## config.mk

```make
export PLATFORM = sky130hd
export DESIGN_NAME = n64_loader_top
export DESIGN_NICKNAME = d
export VERILOG_FILES = /design/src/hdl/n64_load_pkg.sv /design/src/hdl/cart_loader.sv /design/src/hdl/load_status.sv /design/src/hdl/n64_loader_top.sv /design/src/hdl/pif_rom_loader.sv /design/src/hdl/word_packer.sv
export VERILOG_INCLUDE_DIRS = /design/src /design/src/hdl
export SDC_FILE = /design/constraint.sdc
export NUM_CORES = 1
export LEC_CHECK = 0
export BUFFER_PORTS_ARGS = -buffer_cell sky130_fd_sc_hd__buf_2
export CORE_AREA = 2 2 129 131
export CTS_CLUSTER_DIAMETER = 40
export DETAILED_ROUTE_END_ITERATION = 10
export DIE_AREA = 0 0 131 133
export GPL_ROUTABILITY_DRIVEN = 0
export PLACE_DENSITY_LB_ADDON = 0.1
export SYNTH_ARGS = -nofsm -noshare
export SYNTH_HDL_FRONTEND = slang
export SYNTH_SLANG_ARGS = --single-unit
```

## constraint.sdc

```tcl
create_clock -name clk_1x -period 2.83 [get_ports clk_1x]
set_input_delay 0 -clock clk_1x [delete_from_list [all_inputs] [get_ports clk_1x]]
set_output_delay 0 -clock clk_1x [all_outputs]
set_load 0.02 [all_outputs]
```

## src/hdl/n64_load_defines.svh

```systemverilog
// Widths, download indices, cartridge base and credit count of the ROM loader
`ifndef N64_LOAD_DEFINES_SVH
`define N64_LOAD_DEFINES_SVH

// Host and packed data widths
`define HALF_W 16
`define WORD_W 32

// Host byte address and boot ROM word address
`define IOCTL_ADDR_W 27
`define PIF_ADDR_W 10

// Low six bits of the download index
`define PIF_INDEX 0
`define CART_INDEX 1

// Cartridge image sits 8 MB into memory
`define CART_START 8388608

// Write credits held by the loader after reset
`define SDRAM_CREDITS 2
`define CREDIT_W 2

`endif

```

## src/hdl/n64_load_pkg.sv

```systemverilog
// Data, address and credit types shared by the ROM loader blocks
`default_nettype none

`include "n64_load_defines.svh"

package n64_load_pkg;

	// Host side
	typedef logic [`HALF_W-1:0] half_t;
	typedef logic [`IOCTL_ADDR_W-1:0] ioctl_addr_t;
	typedef logic [7:0] ioctl_index_t;

	// Packed words towards both targets
	typedef logic [`WORD_W-1:0] word_t;
	typedef logic [`PIF_ADDR_W-1:0] pif_addr_t;
	typedef logic [`IOCTL_ADDR_W-1:0] cart_addr_t;

	// Memory write credits
	typedef logic [`CREDIT_W-1:0] credit_t;

endpackage

`default_nettype wire

```

## src/hdl/cart_loader.sv

```systemverilog
// Cartridge download path with memory write credits and host wait
`timescale 1ns/1ps
`default_nettype none

`include "n64_load_defines.svh"

module cart_loader
	import n64_load_pkg::*;
(
	input  logic         clk_1x,
	input  logic         rst_n,
	input  logic         ioctl_download,
	input  ioctl_index_t ioctl_index,
	input  ioctl_addr_t  ioctl_addr,
	input  half_t        ioctl_dout,
	input  logic         ioctl_wr,
	input  logic         sdram_credit,
	output logic         active,
	output logic         ioctl_wait,
	output logic         writes_pending,
	output cart_addr_t   sdram_addr,
	output word_t        sdram_data,
	output logic         sdram_wr
);

	localparam credit_t CREDIT_MAX = credit_t'(`SDRAM_CREDITS);
	localparam cart_addr_t CART_BASE = cart_addr_t'(`CART_START);

	cart_addr_t mem_addr;
	credit_t credits;

	// ====================
	// Download and packing
	// ====================

	assign mem_addr = cart_addr_t'(ioctl_addr) + CART_BASE;

	always_ff @(posedge clk_1x) begin
		if (!rst_n) begin
			active <= 1'b0;
		end else begin
			active <= ioctl_download && (ioctl_index[5:0] == 6'(`CART_INDEX));
		end
	end

	word_packer #(
		.addr_t   (cart_addr_t),
		.BYTE_SWAP(1'b0)
	) u_packer (
		.clk_1x     (clk_1x),
		.rst_n      (rst_n),
		.wr         (ioctl_wr && active),
		.addr_in    (mem_addr),
		.second_half(ioctl_addr[1]),
		.din        (ioctl_dout),
		.valid      (sdram_wr),
		.addr       (sdram_addr),
		.data       (sdram_data)
	);

	// ====================
	// Credit counter
	// ====================

	// A write spends one, a returned credit gives one back
	always_ff @(posedge clk_1x) begin
		if (!rst_n) begin
			credits <= CREDIT_MAX;
		end else begin
			case ({sdram_wr, sdram_credit})
				2'b10: credits <= credits - credit_t'(1);
				2'b01: credits <= credits + credit_t'(1);
				default: credits <= credits;
			endcase
		end
	end

	// Host stalls once the last credit is spent
	// and resumes the cycle after one comes back
	assign ioctl_wait = active && (credits == '0);

	// Memory still owes completions
	assign writes_pending = credits < CREDIT_MAX;

	// Host honours the wait line, so no write goes out uncovered
	a_write_has_credit: assert property (
		@(posedge clk_1x) disable iff (!rst_n)
		sdram_wr |-> (credits != '0)
	);

	// Memory returns only what it was given
	a_no_extra_credit: assert property (
		@(posedge clk_1x) disable iff (!rst_n)
		sdram_credit |-> (credits != CREDIT_MAX)
	);

endmodule

`default_nettype wire

```

## src/hdl/load_status.sv

```systemverilog
// Core reset hold, sticky cartridge loaded flag and busy LED
`timescale 1ns/1ps
`default_nettype none

module load_status (
	input  logic clk_1x,
	input  logic rst_n,
	input  logic pif_active,
	input  logic cart_active,
	input  logic writes_pending,
	output logic core_reset,
	output logic cart_loaded,
	output logic led_user
);

	// ====================
	// Core control
	// ====================

	// Core held in reset while any image streams in
	always_ff @(posedge clk_1x) begin
		if (!rst_n) begin
			core_reset <= 1'b0;
		end else begin
			core_reset <= pif_active || cart_active;
		end
	end

	// Sticky until reset
	always_ff @(posedge clk_1x) begin
		if (!rst_n) begin
			cart_loaded <= 1'b0;
		end else if (cart_active) begin
			cart_loaded <= 1'b1;
		end
	end

	// ====================
	// User LED
	// ====================

	// Lit until the memory has taken every word
	always_ff @(posedge clk_1x) begin
		if (!rst_n) begin
			led_user <= 1'b0;
		end else begin
			led_user <= cart_active || writes_pending;
		end
	end

endmodule

`default_nettype wire

```

## src/hdl/n64_loader_top.sv

```systemverilog
// Top level joining boot ROM path, cartridge path and load status
`timescale 1ns/1ps
`default_nettype none

module n64_loader_top
	import n64_load_pkg::*;
(
	input  logic         clk_1x,
	input  logic         rst_n,

	// Host download
	input  logic         ioctl_download,
	input  ioctl_index_t ioctl_index,
	input  ioctl_addr_t  ioctl_addr,
	input  half_t        ioctl_dout,
	input  logic         ioctl_wr,
	output logic         ioctl_wait,

	// Boot ROM write port
	output pif_addr_t    pifrom_wraddress,
	output word_t        pifrom_wrdata,
	output logic         pifrom_wren,

	// Memory write port
	output cart_addr_t   sdram_addr,
	output word_t        sdram_data,
	output logic         sdram_wr,
	input  logic         sdram_credit,

	// Status
	output logic         core_reset,
	output logic         cart_loaded,
	output logic         led_user
);

	logic pif_active;
	logic cart_active;
	logic writes_pending;

	pif_rom_loader u_pif (
		.clk_1x          (clk_1x),
		.rst_n           (rst_n),
		.ioctl_download  (ioctl_download),
		.ioctl_index     (ioctl_index),
		.ioctl_addr      (ioctl_addr),
		.ioctl_dout      (ioctl_dout),
		.ioctl_wr        (ioctl_wr),
		.active          (pif_active),
		.pifrom_wraddress(pifrom_wraddress),
		.pifrom_wrdata   (pifrom_wrdata),
		.pifrom_wren     (pifrom_wren)
	);

	cart_loader u_cart (
		.clk_1x        (clk_1x),
		.rst_n         (rst_n),
		.ioctl_download(ioctl_download),
		.ioctl_index   (ioctl_index),
		.ioctl_addr    (ioctl_addr),
		.ioctl_dout    (ioctl_dout),
		.ioctl_wr      (ioctl_wr),
		.sdram_credit  (sdram_credit),
		.active        (cart_active),
		.ioctl_wait    (ioctl_wait),
		.writes_pending(writes_pending),
		.sdram_addr    (sdram_addr),
		.sdram_data    (sdram_data),
		.sdram_wr      (sdram_wr)
	);

	load_status u_status (
		.clk_1x        (clk_1x),
		.rst_n         (rst_n),
		.pif_active    (pif_active),
		.cart_active   (cart_active),
		.writes_pending(writes_pending),
		.core_reset    (core_reset),
		.cart_loaded   (cart_loaded),
		.led_user      (led_user)
	);

endmodule

`default_nettype wire

```

## src/hdl/pif_rom_loader.sv

```systemverilog
// Boot ROM download path driving the ROM write port
`timescale 1ns/1ps
`default_nettype none

`include "n64_load_defines.svh"

module pif_rom_loader
	import n64_load_pkg::*;
(
	input  logic         clk_1x,
	input  logic         rst_n,
	input  logic         ioctl_download,
	input  ioctl_index_t ioctl_index,
	input  ioctl_addr_t  ioctl_addr,
	input  half_t        ioctl_dout,
	input  logic         ioctl_wr,
	output logic         active,
	output pif_addr_t    pifrom_wraddress,
	output word_t        pifrom_wrdata,
	output logic         pifrom_wren
);

	pif_addr_t word_addr;

	// Index bit 6 picks the upper half of the ROM
	assign word_addr = {ioctl_index[6], ioctl_addr[10:2]};

	always_ff @(posedge clk_1x) begin
		if (!rst_n) begin
			active <= 1'b0;
		end else begin
			active <= ioctl_download && (ioctl_index[5:0] == 6'(`PIF_INDEX));
		end
	end

	word_packer #(
		.addr_t   (pif_addr_t),
		.BYTE_SWAP(1'b1)
	) u_packer (
		.clk_1x     (clk_1x),
		.rst_n      (rst_n),
		.wr         (ioctl_wr && active),
		.addr_in    (word_addr),
		.second_half(ioctl_addr[1]),
		.din        (ioctl_dout),
		.valid      (pifrom_wren),
		.addr       (pifrom_wraddress),
		.data       (pifrom_wrdata)
	);

	// ROM writes belong to a running boot ROM download
	a_wren_in_download: assert property (
		@(posedge clk_1x) disable iff (!rst_n)
		pifrom_wren |-> active
	);

endmodule

`default_nettype wire

```

## src/hdl/word_packer.sv

```systemverilog
// Halfword to word packer with optional byte swap, generic over the address payload
`timescale 1ns/1ps
`default_nettype none

module word_packer
	import n64_load_pkg::*;
#(
	parameter type addr_t = logic,
	parameter bit BYTE_SWAP = 1'b0
) (
	input  logic  clk_1x,
	input  logic  rst_n,
	input  logic  wr,
	input  addr_t addr_in,
	input  logic  second_half,
	input  half_t din,
	output logic  valid,
	output addr_t addr,
	output word_t data
);

	half_t first_q;
	addr_t first_addr_q;
	word_t packed_word;

	function automatic half_t swap_bytes(input half_t h);
		return {h[7:0], h[15:8]};
	endfunction

	// ====================
	// Word assembly
	// ====================

	// Boot ROM order puts the first half on top
	always_comb begin
		if (BYTE_SWAP) begin
			packed_word = {swap_bytes(first_q), swap_bytes(din)};
		end else begin
			packed_word = {din, first_q};
		end
	end

	// First half and its address wait here
	always_ff @(posedge clk_1x) begin
		if (wr && !second_half) begin
			first_q <= din;
			first_addr_q <= addr_in;
		end
	end

	// Output word, held until the next pair completes
	always_ff @(posedge clk_1x) begin
		if (wr && second_half) begin
			data <= packed_word;
			addr <= first_addr_q;
		end
	end

	// One-cycle strobe per completed word
	always_ff @(posedge clk_1x) begin
		if (!rst_n) begin
			valid <= 1'b0;
		end else begin
			valid <= wr && second_half;
		end
	end

endmodule

`default_nettype wire

```

# Word-level counts from Yosys, hierarchy flattened
# Index checks and enable logic that the tools add are counted.
[classes]
addsub = 3
magnitude_cmp = 1
eq_ne = 3
mux = 1
n_reduce_logical = 15
[ops]
columns = ["cell", "n"]
rows = [
  ["$add A27 B24 Y27 const B", 1],
  ["$logic_and A1 B1 Y1", 9],
  ["$eq A6 B1 Y1 const B", 1],
  ["$logic_not A6 Y1", 1],
  ["$pmux W2 S2", 1],
  ["$add A2 B1 Y2 const B", 1],
  ["$eq A2 B1 Y1 const B", 1],
  ["$eq A2 B2 Y1 const B", 1],
  ["$logic_not A2 Y1", 1],
  ["$logic_or A1 B1 Y1", 2],
  ["$lt A2 B2 Y1 const B", 1],
  ["$reduce_bool A2 Y1", 1],
  ["$sub A2 B1 Y2 const B", 1],
  ["$logic_not A1 Y1", 1],
]
[totals]
regBits = 179
input_bits = 56
out_inout_bits = 107
elab_cells = 39

# Depth between registers and ports, before layout
[depth]
depth_word = 2
depth_mapped = 5
mapped_depth_nobuf = 5

# By module
# Synthesis repeated with hierarchy kept, for this count alone.
[unflattened]
cells_unflattened = 211
hier_area_um2 = 5524.0
[by_module_without_submodules]
columns = ["module", "n_inst", "cells_each", "area_each_um2", "seq_area_each_um2"]
rows = [
  ["word_packer (u_cart.u_packer)", 1, 106, 3106.7, 3083.0],
  ["word_packer (u_pif.u_packer)", 1, 72, 2085.8, 2062.0],
  ["cart_loader", 1, 22, 198.9, 60.1],
  ["load_status", 1, 6, 82.6, 60.1],
  ["pif_rom_loader", 1, 5, 50.0, 20.0],
]

# Worst setup path after synthesis
# Ideal clock, no wire load.
[synth_timing]
kind = "register to register"
startpoint = "reg u_cart.active"
endpoint = "reg u_cart.u_packer.first_addr_q[0] (netlist name), enable pin"
setup_ns = 0.443
arrival_ns = 2.244
required_time_ns = 2.387
slack_ns = 0.143
stages_incl_launch_ff = 3
path_buffers = 0
period_less_slack_ns = 2.687
cell_sequence = "dfxtp_1 -> nand2_1 -> nor2_1"
[synth_via]
elab_chain_len = 2
[synth_lines]
columns = ["item", "line_no", "rtl"]
rows = [
  ["start, declared", "cart_loader.sv:18", "output logic active,"],
  ["start signal, assigned", "cart_loader.sv:42", "active <= ioctl_download && (ioctl_index[5:0] == 6'(`CART_INDEX));"],
  ["$logic_and A1 B1 Y1", "cart_loader.sv:52", ".wr (ioctl_wr && active),"],
  ["$logic_and A1 B1 Y1", "word_packer.sv:45", "if (wr && !second_half) begin"],
  ["end signal, assigned", "word_packer.sv:47", "first_addr_q <= addr_in;"],
  ["end, declared", "word_packer.sv:23", "addr_t first_addr_q;"],
]
# Every way passes these cells.
# A chain may end at the register's enable or synchronous reset.

# Worst setup path in the final report
[layout_timing]
startpoint = "reg u_cart.u_packer.valid"
endpoint = "reg u_cart.credits[1]"
[layout_via]
elab_chain_len = 2
word_cells_on_any_way = 4
cone_classes = "2 x eq/ne; 1 x mux; 1 x reduce/logical"
[layout_lines]
columns = ["item", "line_no", "rtl"]
rows = [
  ["start, declared", "word_packer.sv:17", "output logic valid,"],
  ["start signal, assigned", "word_packer.sv:64", "valid <= wr && second_half;"],
  ["$eq A2 B1 Y1 or $eq A2 B2 Y1 (tied branches)", "cart_loader.sv:70", "case ({sdram_wr, sdram_credit})"],
  ["$pmux W2 S2 or $reduce_bool A2 Y1 (tied branches)", "--", ""],
  ["end signal, assigned", "cart_loader.sv:71", "2'b10: credits <= credits - credit_t'(1);"],
  ["end signal, assigned", "cart_loader.sv:72", "2'b01: credits <= credits + credit_t'(1);"],
  ["end signal, assigned", "cart_loader.sv:73", "default: credits <= credits;"],
  ["end, declared", "cart_loader.sv:30", "credit_t credits;"],
]
# Parallel ways exist; a longest one is shown, timed or not.

==> qor.yml <==
status: "finished clean"
grt_start_max_net_pins: 36
die-area_mm2: 0.0174
r2r-end: "u_cart.credits[1]$_SDFFE_PN1P_"
routed-via-count: 2803
crit_start: "u_cart.u_packer.valid$_SDFF_PN0_"
tightest_slew_ns: 0.883
clkSinkCount: 179
slew_viol_final: 0
synth-seq-cells: 179
leakage_nw: 2.84
yosysTopAreaCell: "edfxtp_1"
worst-r2r-setup-slack_ns: 1.09
ys_types: 17
firstDrtPassIters: 4
syn_area_mm2: 0.00548
cp.required_ns: 3.19
hpwl_um: 6190
h-tree-depth: 4
path_max_fanout: 3
ios: 163
nNetsFinal: 507
pwr-share-clk: 0.416
crit_type: "reg2reg"
fmax_ghz: 0.574
area_growth_pct: 40.6
start_util: 0.339
grt_pass1_vias: 2884
fp.dieW_um: 131
p_comb_frac: 0.025
maxSlewHeadroom: 0.410
first_iter_violations: 160
synth.avg_cell_area_um2: 25.8
crit_arrival_ns: 2.11
placementRows: 47
finalHoldViolations: 0
synth_top_area_share: 0.932
yosysWarnings: 0
p_sw_frac: 0.193
grt_antenna_before_repair: 0
setup_viol: 0
cts_tree: "built"
synth_top_flop_cell: "edfxtp_1"
ant_nets: 0
clock_path_buffers: 2
synth-edff-count: 170
clk_pin_slew_worst_paths_ns: 0.07
grt.total_usage: 0.123
max_cap_viol_count: 0
antennaDiodeCount: 0
net-switching-power_mw: 0.996
wire_per_inst_um: 14.9
cp-end-kind: "flip-flop"
syn-num-nets: 270
numCtsBuffers: 17
intPower_mw: 4.17
synth.most_common_cell: "edfxtp_1"
via_per_inst: 4.11
min_path_type: "in2reg"
yosysSeqAreaShare: 0.965
die_y_um: 133
power_mw: 5.16
reg2regPathDepth: 5
power_density_mw_per_mm2: 670
multi_input_area_um2: 194
layout-drive-gt1-share: 0.426
period_share: 0.616
ir_worst_vdd_mv: 0.404
regArea_mm2: 0.00529
cts_root_buf: "clkbuf_16"
async_reset_ff_frac: 0
grt_setup_unrepaired: "false"
grt_pass1_wl_um: 15500
drc: 0
synthTopCellsByArea: "edfxtp_1 93%, dfxtp_1 3.3%, nor2_1 0.48%"
tns_ns: 0
fill_cells: 1407
cp-start-kind: "flip-flop"
cts_resized: 0
core-area_mm2: 0.0162
syn_inst: 212
port_buffers: 161
period_minus_slack_ns: 1.74
routed_wl_um: 10100
grt_overflow: 0
worstReg2RegStart: "u_cart.u_packer.valid$_SDFF_PN0_"
worstSetupEndpoint: "u_cart.credits[1]$_SDFFE_PN1P_"
clock_insertion_delay_worst_skew_ns: 0.42
seq_power_share: 0.560
skew_ns: 0.00798
synth_common_cells: "170 x edfxtp_1, 9 x dfxtp_1, 7 x nor2_1, 4 x inv_1, 3 x nand2_1"
timing repair:
action / 4_1_cts / 5_1_grt
endpoints found under the hold margin: 110 / 0
setup buffers: 0 / 0
hold buffers: 53 / 0
worst min path at each step:
stage,start,endpoint,slack (ns),depth (start not counted)
floorplan,rst_n,u_cart.credits[1]$_SDFFE_PN1P_,0.07,1
detailed placement,ioctl_index[0],u_pif.active$_SDFF_PN0_,0.17,2
CTS,sdram_credit,u_cart.credits[0]$_SDFFE_PN0P_,0.07,4
global placement,ioctl_addr[19],u_cart.u_packer.first_addr_q[19]$_DFFE_PP_,0.18,1
global route,sdram_credit,u_cart.credits[0]$_SDFFE_PN0P_,0.09,4
finish,sdram_credit,u_cart.credits[0]$_SDFFE_PN0P_,0.09,4
registers in the layout (all words and copies together) (netlist names):
register and count:
u_pif.active 1, u_pif.u_packer.data 32, u_pif.u_packer.addr 10, u_status.led_user 1, u_cart.u_packer.data 32, u_cart.u_packer.first_addr_q 27
u_cart.u_packer.first_q 16, u_cart.u_packer.valid 1, u_cart.u_packer.addr 27, u_pif.u_packer.first_addr_q 10, u_pif.u_packer.first_q 16, u_cart.credits 2
u_status.cart_loaded 1, u_status.core_reset 1, u_pif.u_packer.valid 1, u_cart.active 1
cells in the final DEF (no fill, tap or decap), drive strengths merged:
cell,n
edfxtp,170
buf,165
dlygate4sd3,53
clkbuf,17
clkinv,10
dfxtp,9
nor2,7
inv,6
nand2,3
xor2,2
nor3,2
and3,2
xnor2,2
o21a,2
nand3,2
ha,2
clkinvlp,2
and2,1
nand4,1
or3,1
o21ai,1
a21boi,1
bufinv,1
power by group through the flow:
stage	Clock, mW	Combinational [mW]	Sequential (mW)
6_report	2.14	0.129	2.89
5_1_grt	2.32	0.143	2.89
4_1_cts	2.20	0.130	2.89
3_5_place_dp	0	0.0741	2.94
3_3_place_gp	0	0.0711	2.94
2_1_floorplan	0	0.0136	2.95
cell type report:
cell class / instances / area share
flip-flops and latches: 179 / 0.686
repair buffers: 218 / 0.181
clock buffers: 17 / 0.0552
well taps: 220 / 0.0357
multi-input cells: 29 / 0.0252
clock inverters: 15 / 0.0149
inverters: 4 / 0.00195
metrics by stage:
stage	utilization	hold WS [ns]	setup slack (ns)	cells	instance area [um^2]
floorplan	-	0.0718	0.143	212	5480
global placement	0.410	0.177	1.18	597	6630
detailed placement	0.410	0.175	1.10	597	6630
CTS	0.476	0.0685	1.08	682	7700
global route	0.476	0.0945	1.03	682	7700
finish	0.476	0.0948	1.09	682	7700
routing by layer:
layer / track usage / share of wire / vias to the layer above
li1: - / - / 1316
met1: 0.148 / 0.42 / 1360
met2: 0.188 / 0.48 / 118
met3: 0.0594 / 0.086 / 9
met4: 0.0496 / 0.012 / 0
met5: 0 / 0 / -
critical path, cell delays in order (launching register included):
cell and delay (ns):
dfxtp_1 0.34, inv_1 0.05, ha_1 0.32, or3_1 0.35
nand3_1 0.09, dlygate4sd3_1 0.54
cell families after synthesis:
| logic type | after synthesis | share of synthesized area |
|---|---|---|
| AO/OA/AOI/OAI | 4 | 0.00503 |
| XOR/XNOR | 4 | 0.00640 |
| adder cells (fa/ha/maj) | 2 | 0.00457 |
| buffers and inverters | 4 | 0.00274 |
| flip-flops | 179 | 0.965 |
| AND/OR/NAND/NOR | 19 | 0.0162 |
(Power assumes the default switching activity.)
